[config.mk]
export PLATFORM = sky130hd
export DESIGN_NAME = frontend_top
export DESIGN_NICKNAME = d
export VERILOG_FILES = /design/src/frontend_pkg.sv /design/src/fetch_stage.sv /design/src/branch_recovery_fsm.sv /design/src/stomp_unit.sv /design/src/pipe_stage.sv /design/src/queue_stage.sv /design/src/frontend_top.sv
export SDC_FILE = /design/constraint.sdc
export NUM_CORES = 1
export LEC_CHECK = 0
export BUFFER_PORTS_ARGS = -buffer_cell sky130_fd_sc_hd__buf_4
export CORE_ASPECT_RATIO = 0.7
export CORE_UTILIZATION = 59
export DETAILED_ROUTE_END_ITERATION = 16
export HOLD_SLACK_MARGIN = 0.02
export PLACE_DENSITY = 0.81
export SLEW_MARGIN = 20
export SYNTH_ARGS = -nofsm -noshare
export SYNTH_HDL_FRONTEND = slang
export SYNTH_HIERARCHICAL = 1
export SYNTH_SLANG_ARGS = --single-unit
[constraint.sdc]
create_clock -name clk -period 6.5 [get_ports clk]
set_input_delay 0.65 -clock clk [delete_from_list [all_inputs] [get_ports clk]]
set_output_delay 0.65 -clock clk [all_outputs]
set_load 0.1 [all_outputs]
[src/frontend_pkg.sv]
// Shared widths, instruction fields and payload types of the front end.
// One instruction per group, so a group and an instruction are the same word.

package frontend_pkg;

	// ========================================================================
	// Widths
	// ========================================================================

	// Fetch address and instruction group widths
	localparam int unsigned addr_w = 32;
	localparam int unsigned group_w = 32;

	// The fetch address steps by one group at a time
	localparam int unsigned group_bytes = 4;

	// ========================================================================
	// Instruction fields
	// ========================================================================

	// The opcode sits in the low bits of the group
	localparam int unsigned opcode_lsb = 0;
	localparam int unsigned opcode_w = 7;

	// A call carries a word displacement in the bits above the opcode
	localparam int unsigned disp_lsb = 7;
	localparam int unsigned disp_w = 25;

	// Unconditional subroutine call
	localparam logic [opcode_w-1:0] op_bsr = 7'h21;

	// ========================================================================
	// Types
	// ========================================================================

	// The order matters because recovery is tested as a range of values
	typedef enum logic [2:0] {
		bs_idle,
		bs_chkpt_restore,
		bs_done1,
		bs_done2
	} branch_state_t;

	// Payload of the mux and decode stages
	typedef struct packed {
		logic [addr_w-1:0] addr;
		logic [group_w-1:0] group;
	} fetch_packet_t;

	// Payload of the rename stage, which also knows whether the group was a call
	typedef struct packed {
		logic [addr_w-1:0] addr;
		logic [group_w-1:0] group;
		logic is_call;
	} rename_packet_t;

endpackage

[src/fetch_stage.sv]
// Fetch address register. A branch miss redirects at once, a call only on an advance,
// and a plain step needs both an advance and a cache hit.
`timescale 1ns/1ps

module fetch_stage #(
	parameter logic [frontend_pkg::addr_w-1:0] reset_addr = '0
) (
	input  logic clk,
	input  logic rst,
	input  logic advance_pipeline,
	input  logic ihit,
	input  logic do_bsr,
	input  logic [frontend_pkg::addr_w-1:0] bsr_target,
	input  logic branchmiss,
	input  logic [frontend_pkg::addr_w-1:0] branch_target,
	output logic [frontend_pkg::addr_w-1:0] fetch_addr
);

	// Address of the group after the one being fetched now
	logic [frontend_pkg::addr_w-1:0] next_seq_addr;

	// The step is a constant so this is only an adder on the low bits
	assign next_seq_addr = fetch_addr + frontend_pkg::addr_w'(frontend_pkg::group_bytes);

	// ========================================================================
	// Fetch address
	// ========================================================================

	// A branch miss comes from the back end and must not wait for the
	// front end to advance. Otherwise the pipeline could sit on a stall
	// and keep fetching down the wrong path
	always_ff @(posedge clk) begin
		if (rst) begin
			fetch_addr <= reset_addr;
		end else if (branchmiss) begin
			fetch_addr <= branch_target;
		end else if (advance_pipeline) begin
			// The call sits in decode, two groups ahead of fetch.
			// Its target replaces whatever the sequential path would be
			if (do_bsr) begin
				fetch_addr <= bsr_target;
			end else if (ihit) begin
				fetch_addr <= next_seq_addr;
			end
			// On a miss the address holds so the same group is asked for again
		end
	end

endmodule

[src/branch_recovery_fsm.sv]
// Checkpoint restore sequencer. It always takes three cycles after the last branch
// miss, and a miss during recovery starts the walk over.
`timescale 1ns/1ps

module branch_recovery_fsm (
	input  logic clk,
	input  logic rst,
	input  logic branchmiss,
	output frontend_pkg::branch_state_t branch_state
);

	// Next state, worked out from the current state and the miss strobe
	frontend_pkg::branch_state_t next_state;

	// ========================================================================
	// Next state
	// ========================================================================

	always_comb begin
		next_state = branch_state;
		if (branchmiss) begin
			// Any miss, even one in the middle of recovery, restores the
			// checkpoint again because the older restore is now stale
			next_state = frontend_pkg::bs_chkpt_restore;
		end else begin
			case (branch_state)
				frontend_pkg::bs_idle: begin
					next_state = frontend_pkg::bs_idle;
				end
				// The register map is being restored from the checkpoint
				frontend_pkg::bs_chkpt_restore: begin
					next_state = frontend_pkg::bs_done1;
				end
				// Two settle cycles let groups already renamed drain as copy targets
				frontend_pkg::bs_done1: begin
					next_state = frontend_pkg::bs_done2;
				end
				frontend_pkg::bs_done2: begin
					next_state = frontend_pkg::bs_idle;
				end
				// Codes outside the four states fall back to idle
				default: begin
					next_state = frontend_pkg::bs_idle;
				end
			endcase
		end
	end

	// ========================================================================
	// State register
	// ========================================================================

	always_ff @(posedge clk) begin
		if (rst) begin
			branch_state <= frontend_pkg::bs_idle;
		end else begin
			branch_state <= next_state;
		end
	end

endmodule

[src/stomp_unit.sv]
// Stomp waterfall and call detection. A call is recognized only in the decode stage
// and only when that stage holds a live group.
`timescale 1ns/1ps

module stomp_unit (
	input  logic clk,
	input  logic rst,
	input  logic ihit,
	input  logic advance_pipeline,
	input  logic advance_pipeline_seg2,
	input  logic micro_code_active,
	input  logic branchmiss,
	input  frontend_pkg::branch_state_t branch_state,
	input  logic [frontend_pkg::opcode_w-1:0] dec_opcode,
	input  logic [frontend_pkg::addr_w-1:0] dec_addr,
	input  logic [frontend_pkg::group_w-1:0] dec_group,
	output logic do_bsr,
	output logic [frontend_pkg::addr_w-1:0] bsr_target,
	output logic stomp_mux,
	output logic stomp_dec,
	output logic stomp_ren,
	output logic stomp_que,
	output logic stomp_quem
);

	// Sign bits needed to widen the word displacement to a byte offset
	localparam int unsigned ext_w = frontend_pkg::addr_w - frontend_pkg::disp_w - 2;

	// Combinational kill terms
	logic stomp_fet;
	logic in_recovery;
	logic [frontend_pkg::addr_w-1:0] bsr_disp;

	// Next values of the registered flags
	logic next_stomp_mux;
	logic next_stomp_dec;
	logic next_stomp_ren;
	logic next_stomp_quem;

	// ========================================================================
	// Call detection
	// ========================================================================

	// A stomped group in decode is wrong-path, so a call there must not redirect
	assign do_bsr = (dec_opcode == frontend_pkg::op_bsr) && !stomp_dec;

	// The displacement counts words, so it is sign extended and shifted by two
	assign bsr_disp = {{ext_w{dec_group[frontend_pkg::group_w-1]}},
		dec_group[frontend_pkg::disp_lsb +: frontend_pkg::disp_w], 2'b00};
	assign bsr_target = dec_addr + bsr_disp;

	// ========================================================================
	// Kill sources
	// ========================================================================

	// A cache miss leaves nothing useful in the fetched group.
	// Micro-code does not read the cache line, so a miss then is harmless
	assign stomp_fet = !ihit && !micro_code_active;

	// Recovery covers every state from checkpoint restore to the last done state
	assign in_recovery = (branch_state >= frontend_pkg::bs_chkpt_restore)
		&& (branch_state <= frontend_pkg::bs_done2);

	// The group entering mux is killed by a miss, a call ahead of it or any recovery
	assign next_stomp_mux = stomp_fet || do_bsr || branchmiss || in_recovery;

	// The group moving from mux into decode was fetched right behind the call,
	// so the call kills it as well
	assign next_stomp_dec = stomp_mux || do_bsr || branchmiss || in_recovery;

	// Rename gets no call term because the call itself is the group moving there
	assign next_stomp_ren = stomp_dec || branchmiss || in_recovery;

	// A group that reaches the queue during recovery was already renamed
	assign next_stomp_quem = branchmiss || in_recovery;

	// ========================================================================
	// Flag registers
	// ========================================================================

	// Every flag starts high so nothing from before reset leaks out.
	// A flag holds with its stage when that stage does not advance
	always_ff @(posedge clk) begin
		if (rst) begin
			stomp_mux <= 1'b1;
			stomp_dec <= 1'b1;
		end else if (advance_pipeline) begin
			stomp_mux <= next_stomp_mux;
			stomp_dec <= next_stomp_dec;
		end
	end

	// Rename belongs to the second segment.
	// If only that segment moves then decode did not hand over a group,
	// and rename takes a bubble that is dead by definition
	always_ff @(posedge clk) begin
		if (rst) begin
			stomp_ren <= 1'b1;
		end else if (advance_pipeline_seg2) begin
			if (!advance_pipeline) begin
				stomp_ren <= 1'b1;
			end else begin
				stomp_ren <= next_stomp_ren;
			end
		end
	end

	// The queue flags travel with the queue register.
	// stomp_que only says the group died before rename and can be dropped,
	// while stomp_quem says a renamed group must become a copy target
	always_ff @(posedge clk) begin
		if (rst) begin
			stomp_que <= 1'b1;
			stomp_quem <= 1'b1;
		end else if (advance_pipeline_seg2) begin
			stomp_que <= stomp_ren;
			stomp_quem <= next_stomp_quem;
		end
	end

endmodule

[src/pipe_stage.sv]
// Stage register for any packed payload. The bubble input only matters
// together with load, and a bubble is loaded as all zeros.
`timescale 1ns/1ps

module pipe_stage #(
	parameter type payload_t = logic
) (
	input  logic clk,
	input  logic rst,
	input  logic load,
	input  logic bubble,
	input  payload_t in_payload,
	output payload_t out_payload
);

	// ========================================================================
	// Stage register
	// ========================================================================

	// The stage holds while load is low, which is how a stall reaches it.
	// A bubble writes zeros so a dead slot never carries stale wrong-path data,
	// even though its stomp flag already marks it
	always_ff @(posedge clk) begin
		if (rst) begin
			out_payload <= '0;
		end else if (load) begin
			if (bubble) begin
				out_payload <= '0;
			end else begin
				out_payload <= in_payload;
			end
		end
	end

endmodule

[src/queue_stage.sv]
// Queue stage. An entry is presented for exactly one cycle after each seg2 advance
// and is never held, so the consumer must take it in that cycle.
`timescale 1ns/1ps

module queue_stage (
	input  logic clk,
	input  logic rst,
	input  logic advance_pipeline_seg2,
	input  logic stomp_que,
	input  logic stomp_quem,
	input  frontend_pkg::rename_packet_t ren_payload,
	output logic que_valid,
	output logic que_copy_target,
	output logic [frontend_pkg::addr_w-1:0] que_addr,
	output logic [frontend_pkg::group_w-1:0] que_group
);

	// High for the cycle right after the queue register was loaded
	logic que_loaded;

	// ========================================================================
	// Queue register
	// ========================================================================

	// Address and group are plain payload.
	// Only the call flag stays behind since the queue does not use it
	always_ff @(posedge clk) begin
		if (advance_pipeline_seg2) begin
			que_addr <= ren_payload.addr;
			que_group <= ren_payload.group;
		end
	end

	// Marks a fresh load so that a held register is not queued twice
	always_ff @(posedge clk) begin
		if (rst) begin
			que_loaded <= 1'b0;
		end else begin
			que_loaded <= advance_pipeline_seg2;
		end
	end

	// ========================================================================
	// Entry type
	// ========================================================================

	// The stomp flags are loaded on the same edge as the payload, so they
	// describe exactly the group now in the register.
	// A group stomped before rename never took a rename slot and is simply dropped
	assign que_valid = que_loaded && !stomp_que;

	// A renamed group caught by a branch miss or recovery still has to be queued.
	// It becomes a copy target, which only releases its renamed register
	assign que_copy_target = que_valid && stomp_quem;

endmodule

[src/frontend_top.sv]
// Front end from fetch to the dispatch queue. advance_pipeline must only be high
// together with advance_pipeline_seg2, or the decode group is lost.
`timescale 1ns/1ps

module frontend_top #(
	parameter logic [frontend_pkg::addr_w-1:0] reset_addr = 32'h0000_1000
) (
	input  logic clk,
	input  logic rst,
	input  logic ihit,
	input  logic [frontend_pkg::group_w-1:0] group,
	input  logic advance_pipeline,
	input  logic advance_pipeline_seg2,
	input  logic micro_code_active,
	input  logic branchmiss,
	input  logic [frontend_pkg::addr_w-1:0] branch_target,
	output logic [frontend_pkg::addr_w-1:0] fetch_addr,
	output logic que_valid,
	output logic que_copy_target,
	output logic [frontend_pkg::addr_w-1:0] que_addr,
	output logic [frontend_pkg::group_w-1:0] que_group
);

	// Call redirect
	logic do_bsr;
	logic [frontend_pkg::addr_w-1:0] bsr_target;

	// Recovery state and stomp flags
	frontend_pkg::branch_state_t branch_state;
	logic stomp_mux;
	logic stomp_dec;
	logic stomp_ren;
	logic stomp_que;
	logic stomp_quem;

	// Stage payloads
	frontend_pkg::fetch_packet_t mux_in;
	frontend_pkg::fetch_packet_t mux_pkt;
	frontend_pkg::fetch_packet_t dec_pkt;
	frontend_pkg::rename_packet_t ren_in;
	frontend_pkg::rename_packet_t ren_pkt;

	// ========================================================================
	// Fetch and recovery
	// ========================================================================

	fetch_stage #(
		.reset_addr(reset_addr)
	) i_fetch_stage (
		.clk(clk),
		.rst(rst),
		.advance_pipeline(advance_pipeline),
		.ihit(ihit),
		.do_bsr(do_bsr),
		.bsr_target(bsr_target),
		.branchmiss(branchmiss),
		.branch_target(branch_target),
		.fetch_addr(fetch_addr)
	);

	branch_recovery_fsm i_branch_recovery_fsm (
		.clk(clk),
		.rst(rst),
		.branchmiss(branchmiss),
		.branch_state(branch_state)
	);

	// The decode group feeds the call check inside the stomp unit
	stomp_unit i_stomp_unit (
		.clk(clk),
		.rst(rst),
		.ihit(ihit),
		.advance_pipeline(advance_pipeline),
		.advance_pipeline_seg2(advance_pipeline_seg2),
		.micro_code_active(micro_code_active),
		.branchmiss(branchmiss),
		.branch_state(branch_state),
		.dec_opcode(dec_pkt.group[frontend_pkg::opcode_lsb +: frontend_pkg::opcode_w]),
		.dec_addr(dec_pkt.addr),
		.dec_group(dec_pkt.group),
		.do_bsr(do_bsr),
		.bsr_target(bsr_target),
		.stomp_mux(stomp_mux),
		.stomp_dec(stomp_dec),
		.stomp_ren(stomp_ren),
		.stomp_que(stomp_que),
		.stomp_quem(stomp_quem)
	);

	// ========================================================================
	// Stage registers
	// ========================================================================

	// The cache answers for the current fetch address in the same cycle
	assign mux_in = '{addr: fetch_addr, group: group};

	pipe_stage #(
		.payload_t(frontend_pkg::fetch_packet_t)
	) i_mux_stage (
		.clk(clk),
		.rst(rst),
		.load(advance_pipeline),
		.bubble(1'b0),
		.in_payload(mux_in),
		.out_payload(mux_pkt)
	);

	pipe_stage #(
		.payload_t(frontend_pkg::fetch_packet_t)
	) i_dec_stage (
		.clk(clk),
		.rst(rst),
		.load(advance_pipeline),
		.bubble(1'b0),
		.in_payload(mux_pkt),
		.out_payload(dec_pkt)
	);

	// Rename picks up the call flag that decode produced for this group
	assign ren_in = '{addr: dec_pkt.addr, group: dec_pkt.group, is_call: do_bsr};

	// Seg2 alone moves rename, and without seg1 it takes a bubble
	pipe_stage #(
		.payload_t(frontend_pkg::rename_packet_t)
	) i_ren_stage (
		.clk(clk),
		.rst(rst),
		.load(advance_pipeline_seg2),
		.bubble(!advance_pipeline),
		.in_payload(ren_in),
		.out_payload(ren_pkt)
	);

	// ========================================================================
	// Queue
	// ========================================================================

	queue_stage i_queue_stage (
		.clk(clk),
		.rst(rst),
		.advance_pipeline_seg2(advance_pipeline_seg2),
		.stomp_que(stomp_que),
		.stomp_quem(stomp_quem),
		.ren_payload(ren_pkt),
		.que_valid(que_valid),
		.que_copy_target(que_copy_target),
		.que_addr(que_addr),
		.que_group(que_group)
	);

endmodule

**Word-level counts from Yosys, hierarchy flattened**

Cells that the tools add are included.

- Flip-flop bits (word level): 296
- Bits in latches: 0
- Memory bits (writable): 0
- Memory bits (read-only): 0
- Input port bits: 71
- Word-level logic and storage cells: 54
- Memories kept: 0

- Add/subtract/negate cells: 2
- Multipliers: 0
- Divide/modulo/power cells: 0
- Order comparisons: 2
- Equality and inequality tests: 3
- Shift operators: 0
- Muxes and demuxes: 8
- Bitwise gates (word level): 0
- Reductions and logical operators: 22

Operator list:

| cell | count |
|---|---|
| two-way mux 32 bit | 4 |
| two-way mux 65 bit | 1 |
| adder 32 x 3 -> 32 bit (second input constant) | 1 |
| adder 32 bit | 1 |
| logical OR 1 bit | 9 |
| equality test 7 x 6 -> 1 bit (second input constant) | 1 |
| logical AND 1 bit | 5 |
| zero test 1 bit | 4 |
| one-hot mux 2 bit (2 select lines) | 1 |
| nonzero test 3 bit | 1 |
| equality test 2 x 1 -> 1 bit (second input constant) | 1 |
| equality test 2 bit (second input constant) | 1 |
| >= comparator 2 x 1 -> 1 bit (second input constant) | 1 |
| less-or-equal comparator 2 bit (second input constant) | 1 |
| two-way mux 1 bit | 2 |
| AND reduction 2 bit | 1 |
| nonzero test 2 bit | 1 |
| OR reduction 2 bit | 1 |

**Longest topological paths before layout**

Gate-level depths: netlist of the first run.

- Depth after elaboration: 5
- Mapped depth: 15
- Gate-level depth less buffers: 15

**Cells and area by module**

The synthesis of the first run kept the hierarchy.

By module, submodules not included:

| module | instances | cells each | area an instance (um^2) | seq. area each (um^2) |
|---|---|---|---|---|
| pipe_stage at i_dec_stage ... | 2 | 283 | 2623.8 | 1281.2 |
| pipe_stage at i_ren_stage | 1 | 288 | 2696.3 | 1301.2 |
| fetch_stage | 1 | 311 | 2260.9 | 640.6 |
| queue_stage | 1 | 68 | 1963.1 | 1941.9 |
| stomp_unit | 1 | 250 | 1781.7 | 100.1 |
| branch_recovery_fsm | 1 | 8 | 82.6 | 40.0 |
| frontend_top | 1 | 2 | 7.5 | 0.0 |

**Worst setup path before layout of the first run**

OpenSTA, ideal clock, no wires.

- Path type: register -> register
- Start point: reg i_fetch_stage/fetch_addr[2] in the netlist's numbering
- End point: reg i_fetch_stage/fetch_addr[28] in the netlist's numbering
- Data arrival time: 2.924 ns
- Setup slack: 3.500 ns
- Stages on the path, launching flop included: 7
- Path buffers: 0
- Cells stage by stage: dfxtp_1 -> ha_1 -> nand4_1 -> or4_4 -> or4_4 -> mux2i_1 -> o22ai_1

- Longest elaborated chain between the ends: 5

RTL lines:

| element | line | text |
|---|---|---|
| start, declared | fetch_stage.sv:16 | `output logic [frontend_pkg::addr_w-1:0] fetch_addr` |
| start signal, assigned | fetch_stage.sv:34 | `fetch_addr <= reset_addr;` |
| start signal, assigned | fetch_stage.sv:36 | `fetch_addr <= branch_target;` |
| start signal, assigned | fetch_stage.sv:41 | `fetch_addr <= bsr_target;` |
| adder 32 x 3 -> 32 bit | fetch_stage.sv:23 | `assign next_seq_addr = fetch_addr + frontend_pkg::addr_w'(frontend_pkg::group_bytes);` |
| two-way mux 32 bit | fetch_stage.sv:42 | `end else if (ihit) begin` |
| two-way mux 32 bit | fetch_stage.sv:40 | `if (do_bsr) begin` |
| two-way mux 32 bit | fetch_stage.sv:37 | `end else if (advance_pipeline) begin` |
| two-way mux 32 bit | fetch_stage.sv:35 | `end else if (branchmiss) begin` |

No other way between the ends. The select of a mux whose other input is x is not followed.
A chain may end at the register's enable or synchronous reset.

**Worst setup path in the final report of the first run**

- Start point: reg i_dec_stage/out_payload[34] in the netlist's numbering
- End point: reg i_fetch_stage/fetch_addr[30] in the netlist's numbering

- Longest elaborated chain between the ends: 4

RTL lines:

| element | line | text |
|---|---|---|
| start, declared | pipe_stage.sv:13 | `output payload_t out_payload` |
| start signal, assigned | pipe_stage.sv:30 | `out_payload <= in_payload;` |
| adder 32 bit | stomp_unit.sv:50 | `assign bsr_target = dec_addr + bsr_disp;` |
| net bsr_target, one bit | frontend_top.sv:26 | `logic [frontend_pkg::addr_w-1:0] bsr_target;` |
| two-way mux 32 bit | fetch_stage.sv:40 |  |
| two-way mux 32 bit | fetch_stage.sv:37 |  |
| two-way mux 32 bit | fetch_stage.sv:35 |  |

The timed path passes the listed nets, and every way through them passes these cells. The select of a mux whose other input is x is not followed.

==> results.py, run 1 <==
metrics = {
    "floorplan": {
        "die_w_um": 186,
        "core_sq_um": 23000,
        "io_pins": 169,
        "fp-row-count": 46,
        "dieArea_sq_um": 24400,
        "die_h_um": 131,
        "start_util_pct": 61.0,
    },
    "power": {
        "p_leak_nw": 5.86,
        "p_comb_share_pct": 12.6,
        "seqPwrFrac_pct": 48.4,
        "switching_share_pct": 27.0,
        "p_int_mw": 2.97,
        "powerDensity_nw_per_um2": 253,
        "peakVddDrop_mv": 0.194,
        "p_sw_mw": 1.10,
        "power_frac_clock_pct": 39.0,
        "power_mw": 4.07,
    },
    "worst_setup_path": {
        "critPathKind": "register to register",
        "cp-start-kind": "register",
        "required_ps": 6940,
        "worst-path-max-fanout": 5,
        "reg2reg_depth": 14,
        "rr_startpoint": "i_dec_stage/out_payload[34]",
        "crit_start": "i_dec_stage/out_payload[34]",
        "crit_path_end_kind": "register",
        "crit_arrival_ps": 3890,
        "reg2reg_slack_ps": 3050,
        "r2r_end": "i_fetch_stage/fetch_addr[30]",
    },
    "sta": {
        "slew_viol_final": 0,
        "setup_viol": 0,
        "finalWorstSetupSlack_ps": 3050,
        "fin_setup_tns_ps": 0,
        "tightest_slew_ps": 1090,
        "hold_violations": 0,
        "fmax_mhz": 290,
        "whs_ps": 357,
        "fin_crit_ps": 3450,
        "maxSlewHeadroom_pct": 27.3,
        "rsz0062_at_grt": "no",
        "fin_crit_sh_pct": 53.1,
        "clock_skew_ps": 10.9,
    },
    "route": {
        "vias_per_cell": 5.91,
        "wirelength_mm": 34.9,
        "wire_per_inst_um": 18.1,
        "drc": 0,
        "vias": 11400,
        "postRouteAntennaNets": 0,
        "drt_first_pass_iters": 7,
        "first_iter_violations": 1205,
    },
    "cts": {
        "cts_tree": "built",
        "cts_inserted_buffers": 27,
        "htreeDepth": 1,
        "clock-sinks": 296,
        "postCtsSetupRepairBufs": 0,
        "cts_resized": 0,
        "ctsHoldBuffers": 0,
        "cts_root_buf": "clkbuf_16",
        "clk_pin_slew_ps": 70,
        "clk_path_buf_depth": 3,
        "clk_latency_ps": 540,
    },
    "cells_and_area": {
        "area_growth_pct": 14.8,
        "stdcell_area_sq_um": 16100,
        "finalNetCount": 1698,
        "multi_input_area_sq_um": 6840,
        "drive_gt1_share_pct": 14.3,
        "nFillCells": 1821,
        "antenna_cells": 0,
        "seq_area_sq_um": 6570,
    },
    "worst_hold_path": {
        "worstHoldEndpoint": "i_fetch_stage/fetch_addr[1]",
        "hold_depth": 3,
        "hold_path.class": "primary input to register",
        "hold_start": "branch_target[1]",
    },
    "yosys": {
        "synthesis.area_sq_um": 14000,
        "yosysWarningCount": 6,
        "syn_area_per_cell_sq_um": 9.40,
        "synth_cells": 1489,
    },
    "run_status": {
        "status": "finished, final reports clean",
    },
    "placement": {
        "place_congestion": 0.909,
        "port_buffers": 168,
        "place.detailed.hpwl_mm": 23.6,
        "post_dp_cell_area_sq_um": 15200,
        "preCtsSetupSlack_ps": 3160,
    },
    "grt": {
        "grt_pass1_wl_mm": 53.8,
        "grt_max_degree": 115,
        "grt-ovfl-total": 0,
        "antenna_found_initial": 0,
        "grt_pass1_vias": 10200,
        "grt_usage_pct": 28.0,
    },
    "flow_run": {
        "max_cap_violations": 0,
    },
}
==> worst max-delay path, stage by stage, from the launching register on <==
cell,delay [ps]
dfxtp_1,360
ha_1,210
inv_1,70
fa_1,390
nand2b_1,180
a21oi_1,250
o2111ai_1,230
a21oi_1,310
a21oi_1,230
o31ai_1,320
xor2_1,250
nand2_1,70
o21ai_0,160
a31oi_1,60
nor4_1,260
==> layout by cell type (no fill, tap or decap), drive strengths merged, types with 12 or more instances in the layout <==
| cell | n |
|---|---|
| nor2 | 53 |
| nand2 | 47 |
| o211ai | 12 |
| conb | 21 |
| clkbuf | 33 |
| inv | 18 |
| buf | 175 |
| dfxtp | 232 |
| a21oi | 253 |
| a31oi | 12 |
| nand4 | 19 |
| a21o | 17 |
| nand3 | 21 |
| nand3b | 192 |
| xor2 | 12 |
| ha | 31 |
| edfxtp | 64 |
| xnor2 | 15 |
| o21ai | 43 |
| nand2b | 200 |
==> layer usage <==
layer  GRT usage (%)  vias up  share of wire [%]
met5               0        -                  0
met4            7.04        0                2.1
met1            40.6     5384                 46
met3            3.52       60                6.7
li1                -     5518                  -
met2            44.2      435                 45
==> registers in the layout (all words and copies together) (netlist names), 2 cells and up <==
| signal | flops |
|---|---|
| i_ren_stage/out_payload | 64 |
| i_queue_stage/que_addr | 32 |
| i_queue_stage/que_group | 32 |
| i_fetch_stage/fetch_addr | 32 |
| i_mux_stage/out_payload | 64 |
| i_branch_recovery_fsm/branch_state | 2 |
| i_dec_stage/out_payload | 64 |
==> stage by stage <==
stage | instances | utilization [%]
after detailed placement | 1878 | 66.1
final | 1927 | 70.0
after global placement | 1878 | 66.1
after global routing | 1927 | 70.0
after CTS | 1927 | 70.0
after floorplan | 1508 | -
==> layout make-up <==
type,count,area share [%]
Clock inverter,16,1.00
Timing Repair Buffer,175,8.25
Clock buffer,33,4.47
Inverter,19,0.444
Sequential cell,296,40.9
Tap cell,312,2.43
Multi-Input combinational cell,1076,42.5
==> power groups by stage <==
stage | Clock (mW) | Sequential (mW) | Combinational (mW)
3_3_place_gp | 0 | 2.01 | 0.501
5_1_grt | 1.69 | 1.97 | 0.538
2_1_floorplan | 0 | 2.20 | 0.188
3_5_place_dp | 0 | 2.01 | 0.505
6_report | 1.59 | 1.97 | 0.512
4_1_cts | 1.61 | 1.97 | 0.506
==> worst max path at each step <==
| stage | end | slack [ps] | cells after the start |
|---|---|---|---|
| global route | i_fetch_stage/fetch_addr[30] | 2720 | 14 |
| detailed placement | i_fetch_stage/fetch_addr[30] | 3160 | 14 |
| CTS | i_fetch_stage/fetch_addr[30] | 3120 | 14 |
| floorplan | i_fetch_stage/fetch_addr[28] | 3500 | 6 |
| global placement | i_fetch_stage/fetch_addr[30] | 3230 | 14 |
| finish | i_fetch_stage/fetch_addr[30] | 3050 | 14 |
Note: power is estimated with default switching activity, not from simulation.
==> run 2: changes to the inputs <==
Clock period 6.5 ns to 3.5 ns, I/O delays scaled along.
==> results.py, run 2 (synthesized netlist as in run 1, its figures left out) <==
metrics = {
    "run_status": {
        "status": "finished, final reports clean",
    },
    "route": {
        "first_iter_violations": 1216,
        "drc": 0,
        "wire_per_inst_um": 18.1,
        "vias_per_cell": 5.91,
        "wirelength_mm": 35.1,
        "postRouteAntennaNets": 0,
        "vias": 11400,
        "drt_first_pass_iters": 7,
    },
    "sta": {
        "setup_viol": 0,
        "clock_skew_ps": 10.5,
        "fmax_mhz": 298,
        "maxSlewHeadroom_pct": 38.3,
        "tightest_slew_ps": 925,
        "finalWorstSetupSlack_ps": 144,
        "fin_crit_sh_pct": 95.9,
        "rsz0062_at_grt": "no",
        "hold_violations": 0,
        "fin_crit_ps": 3360,
        "fin_setup_tns_ps": 0,
        "slew_viol_final": 0,
        "whs_ps": 46.2,
    },
    "worst_setup_path": {
        "crit_arrival_ps": 3800,
        "cpMostUsedCell": "a21oi_2",
        "critPathKind": "register to register",
        "worst-path-max-fanout": 5,
        "cp_slowest_cell": "fa_1",
        "required_ps": 3940,
        "critPathTopFamily": "compound AO/OA/AOI/OAI gates",
        "crit_path_end_kind": "register",
        "cp_cell_sequence": "ha_1 > inv_1 > fa_1 > nand2b_1 > a21oi_1 > o2111ai_1 > a21oi_2 > a21oi_2 > o31ai_2 > xor2_1 > nand2_1 > o21ai_0 > a31oi_1 > nor4_1",
        "cp-start-kind": "register",
        "slowest_delay_ps": 390,
        "crit_buf_inv": 1,
    },
    "floorplan": {
        "fp-row-count": 46,
        "core_sq_um": 23000,
        "die_w_um": 186,
        "die_h_um": 131,
        "dieArea_sq_um": 24400,
        "io_pins": 169,
        "start_util_pct": 61.0,
    },
    "power": {
        "peakVddDrop_mv": 0.365,
        "seqPwrFrac_pct": 48.7,
        "power_frac_clock_pct": 38.5,
        "p_leak_nw": 5.92,
        "switching_share_pct": 27.2,
        "powerDensity_nw_per_um2": 464,
        "power_mw": 7.51,
        "p_int_mw": 5.46,
        "p_comb_share_pct": 12.8,
        "p_sw_mw": 2.05,
    },
    "cells_and_area": {
        "stdcell_area_sq_um": 16200,
        "nFillCells": 1793,
        "antenna_cells": 0,
        "seq_area_sq_um": 6570,
        "finalNetCount": 1707,
        "mostFrequentLayoutCells": "251 x a21oi_1, 232 x dfxtp_1, 200 x nand2b_1",
        "drive_gt1_share_pct": 14.5,
        "reg_top3": "i_dec_stage/out_payload x64, i_mux_stage/out_payload x64, i_ren_stage/out_payload x64",
        "multi_input_area_sq_um": 6850,
        "area_growth_pct": 15.5,
        "layout.cells.most_common": "a21oi_1",
    },
    "cts": {
        "cts_inserted_buffers": 28,
        "clock-sinks": 296,
        "clk_path_buf_depth": 3,
        "cts_root_buf": "clkbuf_16",
        "cts_tree": "built",
        "htreeDepth": 1,
        "clk_pin_slew_ps": 60,
        "clk_latency_ps": 540,
    },
    "grt": {
        "grt_max_degree": 161,
        "grt_pass1_vias": 10200,
        "grt_pass1_wl_mm": 54.1,
        "grt_usage_pct": 28.1,
        "grt-ovfl-total": 0,
        "antenna_found_initial": 0,
    },
    "placement": {
        "post_dp_cell_area_sq_um": 15300,
        "preCtsSetupSlack_ps": 122,
        "place.detailed.hpwl_mm": 24.0,
        "place_congestion": 0.938,
        "port_buffers": 168,
    },
    "worst_hold_path": {
        "hold_path.class": "primary input to register",
    },
    "flow_run": {
        "max_cap_violations": 0,
    },
}
==> run 2: metal layers <==
layer  vias to the layer above  GRT usage (%)  share of wire (%)
met5                         -              0                  0
met1                      5398           41.1                 46
li1                       5557              -                  -
met3                        48           4.24                7.3
met2                       436           44.2                 45
met4                         0           5.40                1.7
==> run 2: what timing repair did <==
action	4_1_cts	5_1_grt
setup buffers	0	1
endpoints found under the setup margin	0	2
hold buffers	0	0
gates resized for setup	0	4
==> run 2: stage by stage <==
| step | util, % | cells |
|---|---|---|
| floorplan | - | 1508 |
| detailed placement | 66.6 | 1885 |
| CTS | 70.3 | 1936 |
| global placement | 66.6 | 1885 |
| global route | 70.4 | 1937 |
| finish | 70.4 | 1937 |
==> run 2: tightest hold or removal path, delay by kind of cell <==
| kind | cells | cell delay, ps |
|---|---|---|
| simple gates | 1 | 70 |
| buf+inv | 1 | 80 |
| compound gates | 1 | 50 |
==> run 2: final timing paths <==
| path | from | endpoint | slack [ps] | cells after the start |
|---|---|---|---|---|
| setup / recovery | i_dec_stage/out_payload[7] | i_fetch_stage/fetch_addr[30] | 140 | 14 |
| hold / removal | branch_target[1] | i_fetch_stage/fetch_addr[1] | 50 | 3 |
| setup reg to reg | i_dec_stage/out_payload[7] | i_fetch_stage/fetch_addr[30] | 140 | 14 |
| hold reg to reg | i_ren_stage/out_payload[50] | i_queue_stage/que_addr[17] | 430 | 0 |
==> run 2: power by group through the flow <==
stage	logic, mW	clock network, mW	registers, mW
final	0.961	2.89	3.66
after global routing	1.01	3.08	3.67
after CTS	0.950	2.92	3.65
after detailed placement	0.947	0	3.73
after global placement	0.941	0	3.73
after floorplan	0.349	0	4.09
==> run 2: cell type report <==
cell class	instances	share of cell area [%]
inverters	19	0.441
clock buffers	38	4.76
clock inverters	13	0.565
repair buffers	183	8.87
multi-input cells	1076	42.4
flip-flops and latches	296	40.6
well taps	312	2.41
